`src/rtl/load_op_pkg.sv`:
```
package load_op_pkg;

    // --------------------
    // data path widths
    // --------------------

    // width of an integer register and of one cache data word
    localparam int unsigned XLEN = 64;

    // byte position of a load inside one data word
    // the cache always returns the whole aligned word
    localparam int unsigned OFFSET_BITS = 3;

    // --------------------
    // load operations
    // --------------------

    // the U variants fill the upper bits with zeros
    // LW, LH and LB copy the sign bit of the loaded field instead
    // LD moves the full data word and needs no extension at all
    typedef enum logic [2:0] {
        LD  = 3'd0,
        LW  = 3'd1,
        LWU = 3'd2,
        LH  = 3'd3,
        LHU = 3'd4,
        LB  = 3'd5,
        LBU = 3'd6
    } load_op_e;

endpackage

```
`src/rtl/dcache_pkg.sv`:
```
package dcache_pkg;

    // --------------------
    // request geometry
    // --------------------

    // the index goes out with the request, the tag one cycle after the grant
    // together they cover the 32-bit load address
    localparam int unsigned INDEX_W = 12;
    localparam int unsigned TAG_W = 20;

    // one enable per byte of the 64-bit data word
    localparam int unsigned BE_W = 8;

    // --------------------
    // load buffer sizing
    // --------------------

    // scoreboard id that comes back with the result
    localparam int unsigned TRANS_ID_W = 3;

    // number of loads that may wait for their response at one time
    localparam int unsigned LDBUF_ENTRIES = 4;

    // the cache echoes this id, and it is also the buffer slot of the load
    localparam int unsigned REQ_ID_W = 2;

endpackage

```
`src/rtl/ldbuf_wr_if.sv`:
```
interface ldbuf_wr_if;
    import load_op_pkg::*;
    import dcache_pkg::*;

    // write strobe, high in the cycle the cache grants the request
    logic                   we;
    // payload kept until the response comes back
    logic [TRANS_ID_W-1:0]  trans_id;
    logic [OFFSET_BITS-1:0] offset;
    load_op_e               op;

    // no new request may start while every slot is taken
    logic                   full;
    // slot the next load goes to, also used as the cache request id
    logic [REQ_ID_W-1:0]    free_idx;

    // request side
    modport fsm (
        output we, trans_id, offset, op,
        input  full, free_idx
    );

    // buffer side
    modport ldbuf (
        input  we, trans_id, offset, op,
        output full, free_idx
    );

endinterface

```
`src/rtl/load_req_fsm.sv`:
```
module load_req_fsm (
    input  logic                                             clk_i,
    input  logic                                             rst_ni,
    input  logic                                             flush_i,
    input  logic                                             valid_i,
    input  logic [dcache_pkg::TRANS_ID_W-1:0]                trans_id_i,
    input  logic [dcache_pkg::INDEX_W+dcache_pkg::TAG_W-1:0] vaddr_i,
    input  load_op_pkg::load_op_e                            operation_i,
    input  logic                                             dcache_gnt_i,
    output logic                                             pop_ld_o,
    output logic                                             dcache_req_o,
    output logic [dcache_pkg::INDEX_W-1:0]                   dcache_index_o,
    output logic [dcache_pkg::TAG_W-1:0]                     dcache_tag_o,
    output logic                                             dcache_tag_valid_o,
    output logic                                             dcache_kill_o,
    output logic [dcache_pkg::BE_W-1:0]                      dcache_be_o,
    output logic [1:0]                                       dcache_size_o,
    output logic [dcache_pkg::REQ_ID_W-1:0]                  dcache_id_o,
    output logic                                             kill_o,
    ldbuf_wr_if.fsm                                          wr
);
    import load_op_pkg::*;
    import dcache_pkg::*;

    enum logic [1:0] {IDLE, WAIT_GNT, SEND_TAG, KILL_REQ} state_d, state_q;

    logic [OFFSET_BITS-1:0] offset;
    logic [TAG_W-1:0]       tag_q;
    logic                   accept;
    logic                   offset_ok;

    // the index is sent with the request, the upper bits wait for the tag cycle
    assign offset         = vaddr_i[OFFSET_BITS-1:0];
    assign dcache_index_o = vaddr_i[INDEX_W-1:0];
    assign dcache_tag_o   = tag_q;

    // the free buffer slot doubles as the id the cache hands back
    assign dcache_id_o = wr.free_idx;
    assign kill_o      = dcache_kill_o;

    // the load enters the buffer in the same cycle its request is granted
    assign wr.we       = dcache_req_o & dcache_gnt_i;
    assign wr.trans_id = trans_id_i;
    assign wr.offset   = offset;
    assign wr.op       = operation_i;

    // a new load needs a free slot, otherwise valid_i simply waits
    assign accept = valid_i & ~wr.full;

    // --------------------
    // byte enables
    // --------------------

    // enables start at the byte offset, size is log2 of the byte count
    always_comb begin
        case (operation_i)
            LW, LWU: begin
                dcache_be_o   = BE_W'(4'hf) << offset;
                dcache_size_o = 2'b10;
            end
            LH, LHU: begin
                dcache_be_o   = BE_W'(2'h3) << offset;
                dcache_size_o = 2'b01;
            end
            LB, LBU: begin
                dcache_be_o   = BE_W'(1'b1) << offset;
                dcache_size_o = 2'b00;
            end
            default: begin
                dcache_be_o   = '1;
                dcache_size_o = 2'b11;
            end
        endcase
    end

    // natural alignment of the offset for the access size
    always_comb begin
        case (operation_i)
            LW, LWU: offset_ok = (offset[1:0] == 2'b00);
            LH, LHU: offset_ok = ~offset[0];
            LB, LBU: offset_ok = 1'b1;
            default: offset_ok = (offset == '0);
        endcase
    end

    // --------------------
    // request control
    // --------------------

    always_comb begin
        state_d            = state_q;
        dcache_req_o       = 1'b0;
        dcache_tag_valid_o = 1'b0;
        dcache_kill_o      = 1'b0;
        pop_ld_o           = 1'b0;

        case (state_q)
            // the tag of the previous load goes out while the next index is sent
            IDLE, SEND_TAG: begin
                dcache_tag_valid_o = (state_q == SEND_TAG);
                state_d            = IDLE;
                if (accept) begin
                    dcache_req_o = 1'b1;
                    if (dcache_gnt_i) begin
                        pop_ld_o = 1'b1;
                        state_d  = SEND_TAG;
                    end else begin
                        state_d = WAIT_GNT;
                    end
                end
            end
            // hold the request as it is until the cache takes it
            WAIT_GNT: begin
                dcache_req_o = 1'b1;
                if (dcache_gnt_i) begin
                    pop_ld_o = 1'b1;
                    state_d  = SEND_TAG;
                end
            end
            // a tag cycle with kill tells the cache to drop the request
            KILL_REQ: begin
                dcache_kill_o      = 1'b1;
                dcache_tag_valid_o = 1'b1;
                state_d            = IDLE;
            end
            default: state_d = IDLE;
        endcase

        // whatever was going on, the cycle after a flush kills it
        if (flush_i) begin
            state_d = KILL_REQ;
        end
    end

    always_ff @(posedge clk_i or negedge rst_ni) begin
        if (!rst_ni) begin
            state_q <= IDLE;
        end else begin
            state_q <= state_d;
        end
    end

    // tag captured at the grant, valid only in the following cycle
    always_ff @(posedge clk_i) begin
        if (dcache_req_o && dcache_gnt_i) begin
            tag_q <= vaddr_i[INDEX_W+TAG_W-1:INDEX_W];
        end
    end

    // the cache may take its time, but the request must not move meanwhile
    a_req_held: assert property (@(posedge clk_i) disable iff (!rst_ni)
        dcache_req_o && !dcache_gnt_i && !flush_i
        |=> dcache_req_o && $stable(dcache_index_o) && $stable(dcache_id_o));

    // the issue stage only hands over naturally aligned loads
    a_aligned: assert property (@(posedge clk_i) disable iff (!rst_ni)
        dcache_req_o |-> offset_ok);

endmodule

```
`src/rtl/load_buffer.sv`:
```
module load_buffer (
    input  logic                                clk_i,
    input  logic                                rst_ni,
    input  logic                                flush_i,
    input  logic                                kill_i,
    input  logic                                dcache_rvalid_i,
    input  logic [dcache_pkg::REQ_ID_W-1:0]     dcache_rid_i,
    ldbuf_wr_if.ldbuf                           wr,
    output logic                                valid_o,
    output logic [dcache_pkg::TRANS_ID_W-1:0]   trans_id_o,
    output load_op_pkg::load_op_e               rd_op_o,
    output logic [load_op_pkg::OFFSET_BITS-1:0] rd_offset_o
);
    import load_op_pkg::*;
    import dcache_pkg::*;

    logic [LDBUF_ENTRIES-1:0] valid_q, valid_d;
    logic [LDBUF_ENTRIES-1:0] flushed_q, flushed_d;
    logic [TRANS_ID_W-1:0]    trans_id_q [LDBUF_ENTRIES];
    logic [OFFSET_BITS-1:0]   offset_q [LDBUF_ENTRIES];
    load_op_e                 op_q [LDBUF_ENTRIES];
    logic [REQ_ID_W-1:0]      last_q;
    logic [REQ_ID_W-1:0]      slot_q;
    logic [REQ_ID_W-1:0]      lowest_free;

    // --------------------
    // slot allocation
    // --------------------

    // priority search, the lowest free entry wins
    always_comb begin
        lowest_free = '0;
        for (int i = LDBUF_ENTRIES - 1; i >= 0; i--) begin
            if (!valid_q[i]) begin
                lowest_free = REQ_ID_W'(i);
            end
        end
    end

    // keep the chosen slot until it is taken, so a response that frees a
    // lower entry does not change the id of a request waiting for its grant
    assign wr.free_idx = valid_q[slot_q] ? lowest_free : slot_q;
    assign wr.full     = &valid_q;

    always_comb begin
        valid_d   = valid_q;
        flushed_d = flushed_q;
        // a response frees its entry, a write in the same cycle goes elsewhere
        if (dcache_rvalid_i) begin
            valid_d[dcache_rid_i] = 1'b0;
        end
        if (wr.we) begin
            valid_d[wr.free_idx]   = 1'b1;
            flushed_d[wr.free_idx] = 1'b0;
        end
        // a load written during the flush belongs to the flushed ones as well
        if (flush_i) begin
            flushed_d = '1;
        end
    end

    always_ff @(posedge clk_i or negedge rst_ni) begin
        if (!rst_ni) begin
            valid_q   <= '0;
            flushed_q <= '0;
            last_q    <= '0;
            slot_q    <= '0;
        end else begin
            valid_q   <= valid_d;
            flushed_q <= flushed_d;
            slot_q    <= wr.free_idx;
            if (wr.we) begin
                last_q <= wr.free_idx;
            end
        end
    end

    always_ff @(posedge clk_i) begin
        if (wr.we) begin
            trans_id_q[wr.free_idx] <= wr.trans_id;
            offset_q[wr.free_idx]   <= wr.offset;
            op_q[wr.free_idx]       <= wr.op;
        end
    end

    // --------------------
    // response lookup
    // --------------------

    assign trans_id_o  = trans_id_q[dcache_rid_i];
    assign rd_op_o     = op_q[dcache_rid_i];
    assign rd_offset_o = offset_q[dcache_rid_i];

    // drop the result of a flushed load, and of the newest one while it is killed
    assign valid_o = dcache_rvalid_i & ~flushed_q[dcache_rid_i]
                   & ~(kill_i & (last_q == dcache_rid_i));

    // the cache only answers requests that are still outstanding
    a_rid_valid: assert property (@(posedge clk_i) disable iff (!rst_ni)
        dcache_rvalid_i |-> valid_q[dcache_rid_i]);

endmodule

```
`src/rtl/load_result_align.sv`:
```
module load_result_align (
    input  logic [load_op_pkg::XLEN-1:0]        dcache_rdata_i,
    input  load_op_pkg::load_op_e               op_i,
    input  logic [load_op_pkg::OFFSET_BITS-1:0] offset_i,
    output logic [load_op_pkg::XLEN-1:0]        result_o
);
    import load_op_pkg::*;

    logic [XLEN-1:0]        shifted;
    logic [XLEN/8-1:0]      byte_msb;
    logic [OFFSET_BITS-1:0] sign_byte;
    logic                   is_signed;
    logic                   sign_bit;

    // move the loaded field down to bit 0
    assign shifted = dcache_rdata_i >> {offset_i, 3'b000};

    // --------------------
    // sign selection
    // --------------------

    // top bit of every byte, taken straight from the unshifted data so the
    // sign select runs beside the shifter and not behind it
    for (genvar i = 0; i < XLEN / 8; i++) begin : gen_byte_msb
        assign byte_msb[i] = dcache_rdata_i[8*i+7];
    end

    // the sign sits in the highest byte of the field
    always_comb begin
        case (op_i)
            LW:      sign_byte = offset_i + OFFSET_BITS'(3);
            LH:      sign_byte = offset_i + OFFSET_BITS'(1);
            default: sign_byte = offset_i;
        endcase
    end

    // unsigned loads extend with zeros
    assign is_signed = op_i inside {LW, LH, LB};
    assign sign_bit  = is_signed & byte_msb[sign_byte];

    // --------------------
    // extension
    // --------------------

    always_comb begin
        case (op_i)
            LW, LWU: result_o = {{(XLEN - 32){sign_bit}}, shifted[31:0]};
            LH, LHU: result_o = {{(XLEN - 16){sign_bit}}, shifted[15:0]};
            LB, LBU: result_o = {{(XLEN - 8){sign_bit}}, shifted[7:0]};
            default: result_o = shifted;
        endcase
    end

endmodule

```
`src/rtl/load_unit.sv`:
```
module load_unit (
    input  logic                                             clk_i,
    input  logic                                             rst_ni,
    input  logic                                             flush_i,
    // load from the issue stage
    input  logic                                             valid_i,
    input  logic [dcache_pkg::TRANS_ID_W-1:0]                trans_id_i,
    input  logic [dcache_pkg::INDEX_W+dcache_pkg::TAG_W-1:0] vaddr_i,
    input  load_op_pkg::load_op_e                            operation_i,
    output logic                                             pop_ld_o,
    // data cache request
    output logic                                             dcache_req_o,
    input  logic                                             dcache_gnt_i,
    output logic [dcache_pkg::INDEX_W-1:0]                   dcache_index_o,
    output logic [dcache_pkg::TAG_W-1:0]                     dcache_tag_o,
    output logic                                             dcache_tag_valid_o,
    output logic                                             dcache_kill_o,
    output logic [dcache_pkg::BE_W-1:0]                      dcache_be_o,
    output logic [1:0]                                       dcache_size_o,
    output logic [dcache_pkg::REQ_ID_W-1:0]                  dcache_id_o,
    // data cache response
    input  logic                                             dcache_rvalid_i,
    input  logic [dcache_pkg::REQ_ID_W-1:0]                  dcache_rid_i,
    input  logic [load_op_pkg::XLEN-1:0]                     dcache_rdata_i,
    // result to writeback
    output logic                                             valid_o,
    output logic [dcache_pkg::TRANS_ID_W-1:0]                trans_id_o,
    output logic [load_op_pkg::XLEN-1:0]                     result_o
);

    // entry write path from the controller into the buffer
    ldbuf_wr_if wr_if ();

    logic                                kill;
    load_op_pkg::load_op_e               rd_op;
    logic [load_op_pkg::OFFSET_BITS-1:0] rd_offset;

    load_req_fsm i_req_fsm (
        .clk_i              (clk_i),
        .rst_ni             (rst_ni),
        .flush_i            (flush_i),
        .valid_i            (valid_i),
        .trans_id_i         (trans_id_i),
        .vaddr_i            (vaddr_i),
        .operation_i        (operation_i),
        .dcache_gnt_i       (dcache_gnt_i),
        .pop_ld_o           (pop_ld_o),
        .dcache_req_o       (dcache_req_o),
        .dcache_index_o     (dcache_index_o),
        .dcache_tag_o       (dcache_tag_o),
        .dcache_tag_valid_o (dcache_tag_valid_o),
        .dcache_kill_o      (dcache_kill_o),
        .dcache_be_o        (dcache_be_o),
        .dcache_size_o      (dcache_size_o),
        .dcache_id_o        (dcache_id_o),
        .kill_o             (kill),
        .wr                 (wr_if.fsm)
    );

    load_buffer i_load_buffer (
        .clk_i           (clk_i),
        .rst_ni          (rst_ni),
        .flush_i         (flush_i),
        .kill_i          (kill),
        .dcache_rvalid_i (dcache_rvalid_i),
        .dcache_rid_i    (dcache_rid_i),
        .wr              (wr_if.ldbuf),
        .valid_o         (valid_o),
        .trans_id_o      (trans_id_o),
        .rd_op_o         (rd_op),
        .rd_offset_o     (rd_offset)
    );

    // the result is aligned in the response cycle with no register
    load_result_align i_result_align (
        .dcache_rdata_i (dcache_rdata_i),
        .op_i           (rd_op),
        .offset_i       (rd_offset),
        .result_o       (result_o)
    );

endmodule

```
`config.mk`:
```
export PLATFORM = sky130hd
export DESIGN_NAME = load_unit
export DESIGN_NICKNAME = d
export VERILOG_FILES = /design/src/rtl/load_op_pkg.sv /design/src/rtl/dcache_pkg.sv /design/src/rtl/ldbuf_wr_if.sv /design/src/rtl/load_req_fsm.sv /design/src/rtl/load_buffer.sv /design/src/rtl/load_result_align.sv /design/src/rtl/load_unit.sv
export SDC_FILE = /design/constraint.sdc
export NUM_CORES = 1
export LEC_CHECK = 0
export ABC_AREA = 1
export BUFFER_PORTS_ARGS = -buffer_cell sky130_fd_sc_hd__buf_2
export CORE_MARGIN = 4
export CORE_UTILIZATION = 50
export DETAILED_ROUTE_END_ITERATION = 6
export PLACE_DENSITY = 0.91
export SYNTH_ARGS = -nofsm -noshare
export SYNTH_HDL_FRONTEND = slang
export SYNTH_SLANG_ARGS = --single-unit
```
`constraint.sdc`:
```
create_clock -name clk_i -period 3.02 [get_ports clk_i]
set_clock_uncertainty 0.05 [all_clocks]
set_input_delay 0.302 -clock clk_i [delete_from_list [all_inputs] [get_ports clk_i]]
set_output_delay 0.302 -clock clk_i [all_outputs]
set_load 0.02 [all_outputs]
```
=== Word-level counts from Yosys, hierarchy flattened ===
Memory sizes are Yosys's and may differ from the RTL's.
Cells that the tools add are included.

* Add/subtract/negate cells: 2
* $mul: 0
* Div/mod/pow operators: 0
* Magnitude comparators: 6
* Equal/unequal tests: 17
* Shifts and indexed selects: 4
* Multiplexer cells: 37
* Bitwise operators: 14
* Reduce and logical (&&, ||, !) cells: 14

{| class="wikitable"
|+ Operators with widths
! operator !! count
|-
| case mux 64 bit (3 select lines) || 1
|-
| >> shifter 64 x 6 -> 64 bit || 1
|-
| case mux 8 bit (3 select lines) || 1
|-
| equality test 3 bit (second input constant) || 6
|-
| two-way mux 2 bit || 9
|-
| two-way mux 4 bit || 4
|-
| OR reduction 2 bit || 7
|-
| equality test 3 x 2 -> 1 bit (second input constant) || 4
|-
| case mux 2 bit (3 select lines) || 2
|-
| two-way mux 1 bit || 11
|-
| less-than comparator 2 x 3 -> 1 bit (second input constant) || 3
|-
| bitwise AND 4 bit || 2
|-
| inverter 4 bit || 2
|-
| left shift 1 x 3 -> 8 bit (first input constant) || 1
|-
| left shift 2 x 3 -> 8 bit (first input constant) || 1
|-
| left shift 4 x 3 -> 8 bit (first input constant) || 1
|-
| bitwise AND 1 bit || 6
|-
| equality test 3 x 1 -> 1 bit (second input constant) || 2
|-
| case mux 1 bit (2 select lines) || 3
|-
| case mux 3 bit (2 select lines) || 1
|-
| binary-select mux 1 bit (select 2 bit) || 2
|-
| demux 1 bit (select 2 bit) || 2
|-
| equality test 2 bit (second input constant) || 2
|-
| greater-or-equal comparator 2 x 1 -> 1 bit (second input constant) || 2
|-
| other kinds (14) || 18
|}

* Register bits after elaboration: 34
* Latch bits: 0
* Bits in writable memories: 36
* Bits in read-only memories: 0
* Input bits: 110
* Output and inout bits: 116
* Logic and storage cells: 103
* Memories: 3

{| class="wikitable"
|+ Memory list
! name !! words !! bits a word !! read ports !! clocked after Yosys merged registers in !! wr ports !! line !! source
|-
| i_load_buffer.offset_q || 4 || 3 || 1 || 0 || 1 || load_buffer.sv:20 || <nowiki>logic [OFFSET_BITS-1:0] offset_q [LDBUF_ENTRIES];</nowiki>
|-
| i_load_buffer.op_q || 4 || 3 || 1 || 0 || 1 || load_buffer.sv:21 || <nowiki>load_op_e op_q [LDBUF_ENTRIES];</nowiki>
|-
| i_load_buffer.trans_id_q || 4 || 3 || 1 || 0 || 1 || load_buffer.sv:19 || <nowiki>logic [TRANS_ID_W-1:0] trans_id_q [LDBUF_ENTRIES];</nowiki>
|}

=== Longest topological paths before layout ===
* Depth after elaboration: 13
* Mapped depth: 19
* Gate-level depth less buffers: 17

=== By module ===
A second synthesis with hierarchy kept.

* Cell total of the unflattened synthesis: 719
* Area, all modules: 5382.7 µm²

{| class="wikitable"
|+ By module, submodules not included
! module !! times used !! cells each !! area an instance (µm²) !! seq. area each (µm²)
|-
| load_result_align || 1 || 447 || 2333.5 || 0.0
|-
| load_buffer || 1 || 165 || 1939.4 || 1381.3
|-
| load_req_fsm || 1 || 107 || 1109.8 || 650.6
|}

=== Least setup slack after synthesis ===
No wires, ideal clock.

* Path kind: reg2reg
* From: register i_load_buffer.valid_q[1]
* To: memory i_load_buffer.offset_q[1][0], enable pin
* Setup time: 0.374 ns
* Arrival: 2.524 ns
* Data required time: 2.596 ns
* Setup slack: 0.072 ns
* Stages on the path, launching flop included: 8
* Buffers on the path: 0
* Clock period less this slack: 2.948 ns
* Cell sequence: dfrtp_1 nand2_1 o21ai_0 o21ai_0 nand2_1 inv_1 nand2_1 nor2_1

* Longest elaborated chain between the ends: 8
* Elaborated cells between the ends (all ways): 13
* Those cells by class: 9 x mux; 3 x bitwise; 1 x reduce/logical

{| class="wikitable"
|+ Ends and longest elaborated chain
! item !! line !! source
|-
| start, declared || load_buffer.sv:17 || <nowiki>logic [LDBUF_ENTRIES-1:0] valid_q, valid_d;</nowiki>
|-
| start signal, assigned || load_buffer.sv:69 || <nowiki>valid_q <= valid_d;</nowiki>
|-
| AND reduction 4 bit || load_buffer.sv:43 || <nowiki>assign wr.full = &valid_q;</nowiki>
|-
| inverter 1 bit || load_req_fsm.sv:48 || <nowiki>assign accept = valid_i & ~wr.full;</nowiki>
|-
| bitwise AND 1 bit || load_req_fsm.sv:48 ||
|-
| two-way mux 1 bit || load_req_fsm.sv:102 || <nowiki>if (accept) begin</nowiki>
|-
| case mux 1 bit (2 select lines) || load_req_fsm.sv:97 || <nowiki>case (state_q)</nowiki>
|-
| via dcache_req_o || load_unit.sv:12 || <nowiki>output logic dcache_req_o,</nowiki>
|-
| bitwise AND 1 bit || load_req_fsm.sv:42 || <nowiki>assign wr.we = dcache_req_o & dcache_gnt_i;</nowiki>
|-
| via i_load_buffer.wr.we || ldbuf_wr_if.sv:25 || <nowiki>input we, trans_id, offset, op,</nowiki>
|-
| two-way mux 1 bit || load_buffer.sv:79 || <nowiki>if (wr.we) begin</nowiki>
|-
| two-way mux 1 bit (not written as such) || load_buffer.sv:81 || <nowiki>offset_q[wr.free_idx] <= wr.offset;</nowiki>
|-
| end, declared || load_buffer.sv:20 ||
|}

The timed path passes the listed nets, and every way through them passes these cells. The select of a mux whose other input is x is not followed.

=== Worst setup path in the final report ===
* From: memory i_load_buffer.op_q[2][2] (netlist bit)
* To: output result_o[14] (netlist bit)

* Longest elaborated chain between the ends: 7
* Elaborated cells between the ends (all ways): 16
* Those cells by class: 6 x eq/ne; 4 x mux; 1 x bitwise; 4 x reduce/logical; 1 x memory

{| class="wikitable"
|+ Ends and longest elaborated chain
! item !! line !! source
|-
| start, declared || load_buffer.sv:21 ||
|-
| memory read (4 x 3 bit) (*) || - ||
|-
| equality test 3 x 2 -> 1 bit or equality test 3 x 1 -> 1 bit (tied branches) || load_result_align.sv:30, load_result_align.sv:38, load_result_align.sv:46 ||
|-
| case mux 3 bit (2 select lines) || load_result_align.sv:30 || <nowiki>case (op_i)</nowiki>
|-
| binary-select mux 1 bit (select 3 bit) || load_result_align.sv:39 || <nowiki>assign sign_bit = is_signed & byte_msb[sign_byte];</nowiki>
|-
| two-way mux 1 bit (not written as such) || load_result_align.sv:39 ||
|-
| bitwise AND 1 bit || load_result_align.sv:39 ||
|-
| case mux 64 bit (3 select lines) (*) || load_result_align.sv:46 || <nowiki>case (op_i)</nowiki>
|-
| end, declared || load_unit.sv:28 || <nowiki>output logic [load_op_pkg::XLEN-1:0] result_o</nowiki>
|}

Mark *: on every way between the ends. The rest lies on a longest branch, timed or not. The select of a mux whose other input is x is not followed.

==> results.yml <==
final_layout:
  final_layout_size_suffix_gt1_frac: 0.377
  area_of_combinational_cells_with_multiple_inputs_mm2: 0.00314
  flow.area_growth_from_synthesis_pct: 39.4
  antenna_cells: 0
  ff_latch_area_mm2: 0.00203
  num-nets-final: 1068
  fillers: 754
clocking:
  clk_pin_slew_worst_paths_ns: 0.08
  number_of_clock_buffers_inserted_by_tritoncts: 9
  clk-insertion-delay-late_ns: 0.35
  root_buffer: "sky130_fd_sc_hd__clkbuf_8"
  cts_tree: "built"
  cts-htree-levels: 3
  cts_buffer_depth: 2
  numClockSinks: 70
synthesis:
  synth_top_flop_cell: "sky130_fd_sc_hd__edfxtp_1"
  ys_async_sr_fraction: 0.200
  synth_warnings: 0
  mappedNetlistArea_mm2: 0.00550
  synth.ff_latch_count: 70
  synth-edff-count: 56
  avgSynthCellArea_um2: 7.23
  seq_area_frac_synth: 0.369
  mappedNetlistNets: 872
  synth_cells: 761
  synth.lib_cells_used.distinct: 43
outcome:
  result_of_the_run: "complete, but fails checks"
  violations: "design-rule violations, negative setup slack"
detailed_routing:
  drt.antenna.violating_nets: 0
  route.detailed.drc: 23
  vias_per_cell: 5.86
  drt-initial-drc-count: 1106
  firstDrtPassIters: 7
  routed-via-count: 6463
  route.detailed.wl_per_inst_um: 17.7
  overall_routed_net_length_mm: 19.5
sta:
  slew_viol_final: 0
  worst_slack_ns: -0.0384
  hold_viol: 0
  relSlewSlack: 0.560
  whs_ns: 0.0753
  final.period_utilization: 1.01
  max_slew.worst_pin.slew_ns: 0.643
  maxClockFrequency_mhz: 327
  post-route-min-period_ns: 3.06
  finalSetupViolations: 33
  rsz_0062_raised_after_global_routing: "yes"
min_path:
  timing.hold.worst.start: "vaddr_i[31]"
  whs_path_depth: 1
  hold_class: "input port to register"
  min_delay_worst_endpoint: "i_req_fsm.dcache_tag_o[19]$_DFFE_PP_"
floorplan:
  die_w_um: 113
  number_of_standard_cell_rows_in_the_floorplan: 38
  die_area_mm2: 0.0127
  start_util: 0.510
  core_area_mm2: 0.0108
  die_outline_height_um: 113
  num_io_pins: 226
critical_path:
  rr_endpoint: "i_load_buffer.trans_id_q[3][0]$_DFFE_PP_"
  required_ns: 2.67
  arrival_ns: 2.71
  timing_worst_setup_path_type: "register to output pin"
  worst_setup_path_start_kind: "register"
  path_depth_of_the_worst_reg2reg_path: 8
  path_max_fanout: 8
  crit_path_end_kind: "output pin"
  ff2ff_setup_slack_ns: 0.77
  reg2reg_launch_point: "i_load_buffer.valid_q[3]$_DFF_PN0_"
grt:
  gr-usage-all-layers: 0.257
  first_global_vias: 5565
  wire_length_of_the_first_global_routing_pass_mm: 26.7
  grt_start_max_net_pins: 62
  initial_antenna_violation_count: 0
  globalRouteOverflowTotal: 0
placement:
  gp_routability_congestion: 1.06
  port_buffers: 207
  dp.final_hpwl_mm: 12.0
power_and_ir_drop:
  power.density_mw_per_mm2: 649
  overall_power_mw: 4.98
  power.static_leakage_nw: 3.70
  ir_drop_mv: 0.435
run:
  cap_violations: 0
## sequential cells by signal (all words and copies together), names as in the netlist
| register | count |
|---|---|
| i_load_buffer.flushed_q | 4 |
| i_load_buffer.last_q | 2 |
| i_load_buffer.offset_q | 12 |
| i_load_buffer.op_q | 12 |
| i_load_buffer.slot_q | 2 |
| i_load_buffer.trans_id_q | 12 |
| i_load_buffer.valid_q | 4 |
| i_req_fsm.dcache_tag_o | 20 |
| i_req_fsm.state_q | 2 |
## routing by layer
metal,share of wire,track usage,wire length (µm)
met4,0.064,0.124,1240
met1,0.36,0.316,6940
met2,0.48,0.424,9340
met5,0,0,0
met3,0.10,0.0620,1970
## cell type report
class,instances,share of cell area
sequential,70,0.265
multi-input combinational,560,0.410
timing repair buffer,242,0.237
inverter,74,0.0365
clock inverter,6,0.0122
tap,140,0.0228
clock buffer,10,0.0166
## worst max-delay path: stages, from the launching register on
cell and delay [ns]:
sky130_fd_sc_hd__edfxtp_1 0.36, sky130_fd_sc_hd__inv_1 0.07, sky130_fd_sc_hd__nand2_1 0.05, sky130_fd_sc_hd__nand2_1 0.09, sky130_fd_sc_hd__nand2_2 0.06, sky130_fd_sc_hd__nand2_4 0.08, sky130_fd_sc_hd__nand2_4 0.05, sky130_fd_sc_hd__nor2_4 0.08
sky130_fd_sc_hd__fa_1 0.43, sky130_fd_sc_hd__nand3_2 0.08, sky130_fd_sc_hd__nand2_2 0.07, sky130_fd_sc_hd__inv_2 0.08, sky130_fd_sc_hd__nand3_2 0.11, sky130_fd_sc_hd__nand3_4 0.11, sky130_fd_sc_hd__nand2_4 0.07, sky130_fd_sc_hd__inv_4 0.08
sky130_fd_sc_hd__buf_6 0.11, sky130_fd_sc_hd__nand2_8 0.10, sky130_fd_sc_hd__nand2_2 0.11, sky130_fd_sc_hd__buf_4 0.15
## cells in the mapped netlist (2+ instances only)
cell type	number	area share
sky130_fd_sc_hd__nand3b_1	2	0.0027
sky130_fd_sc_hd__a21oi_1	12	0.011
sky130_fd_sc_hd__o221ai_1	2	0.0032
sky130_fd_sc_hd__buf_2	18	0.016
sky130_fd_sc_hd__buf_4	15	0.020
sky130_fd_sc_hd__buf_12	3	0.011
sky130_fd_sc_hd__buf_6	7	0.014
sky130_fd_sc_hd__o21ai_1	2	0.0018
sky130_fd_sc_hd__a31oi_1	4	0.0045
sky130_fd_sc_hd__nand3_1	55	0.050
sky130_fd_sc_hd__o211ai_1	27	0.037
sky130_fd_sc_hd__nand4_1	5	0.0057
sky130_fd_sc_hd__o22ai_1	2	0.0023
sky130_fd_sc_hd__nor2_2	4	0.0045
sky130_fd_sc_hd__o21ai_2	2	0.0032
sky130_fd_sc_hd__nand2_1	240	0.16
sky130_fd_sc_hd__o21ai_0	103	0.094
sky130_fd_sc_hd__inv_2	8	0.0055
sky130_fd_sc_hd__nand2_2	39	0.044
sky130_fd_sc_hd__nor3_1	2	0.0018
sky130_fd_sc_hd__edfxtp_1	56	0.31
sky130_fd_sc_hd__dfrtp_1	14	0.064
sky130_fd_sc_hd__clkbuf_1	12	0.0082
sky130_fd_sc_hd__nand3_2	3	0.0055
sky130_fd_sc_hd__xnor2_2	2	0.0059
sky130_fd_sc_hd__inv_1	66	0.045
sky130_fd_sc_hd__nand2_4	5	0.010
sky130_fd_sc_hd__buf_1	2	0.0014
sky130_fd_sc_hd__nor2_1	32	0.022
sky130_fd_sc_hd__a22oi_1	3	0.0041
sky130_fd_sc_hd__or2_2	2	0.0023
## cells by family (layout without fill, tap and decap cells)
family	after synthesis	after routing	synth area share
adders and majority gates	1	1	0.00364
AOI/OAI and AO/OA	163	163	0.172
DFF	70	70	0.369
buffers and inverters	131	332	0.122
xor gates and xnor gates	2	2	0.00591
and+or+nand+nor	394	394	0.327
## what timing repair did
action,CTS,global route
resized for setup,63,142
hold buffers,1,0
setup endpoints to repair,52,59
hold endpoints to repair,14,0
pin swaps,6,8
buffers inserted,5,1
gates cloned,1,1
## power breakdown
group          internal [mW]  switching [mW]  total, mW
logic                   1.12            1.77       2.89
registers               1.19          0.0664       1.26
clock network          0.472           0.360      0.832
total                   2.79            2.19       4.98
## worst max path at each step
stage / startpoint / endpoint / cells past startpoint
floorplan: i_load_buffer.valid_q[1]$_DFF_PN0_ / i_load_buffer.offset_q[1][0]$_DFFE_PP_ / 7
global placement: dcache_rid_i[0] / result_o[10] / 19
detailed placement: dcache_rid_i[0] / result_o[10] / 19
CTS: i_load_buffer.op_q[1][2]$_DFFE_PP_ / result_o[33] / 19
global route: i_load_buffer.op_q[2][2]$_DFFE_PP_ / result_o[62] / 19
finish: i_load_buffer.op_q[2][2]$_DFFE_PP_ / result_o[14] / 19
## cells in the final DEF, fill, tap and decap left out, types with 18 or more instances in the layout
cell type and count:
sky130_fd_sc_hd__nand2_2 27, sky130_fd_sc_hd__o21ai_0 102, sky130_fd_sc_hd__nand2_1 211, sky130_fd_sc_hd__nand3_1 52
sky130_fd_sc_hd__inv_1 65, sky130_fd_sc_hd__buf_6 61, sky130_fd_sc_hd__buf_2 151, sky130_fd_sc_hd__buf_4 18
sky130_fd_sc_hd__nand2_4 44, sky130_fd_sc_hd__edfxtp_1 56, sky130_fd_sc_hd__o211ai_1 27, sky130_fd_sc_hd__nor2_1 31
## through the flow
step | area [µm²] | util | TNS (ns) | instances | setup WS (ns)
floorplan | 5500 | - | 0 | 761 | 0.0722
global placement | 6600 | 0.612 | 0 | 1077 | 0.0903
detailed placement | 6600 | 0.612 | -0.0112 | 1077 | -0.0112
CTS | 7110 | 0.659 | -0.0293 | 1100 | -0.00698
global route | 7670 | 0.711 | -8.98 | 1102 | -0.190
finish | 7670 | 0.711 | -0.485 | 1102 | -0.0384
(Power assumes the default switching activity.)
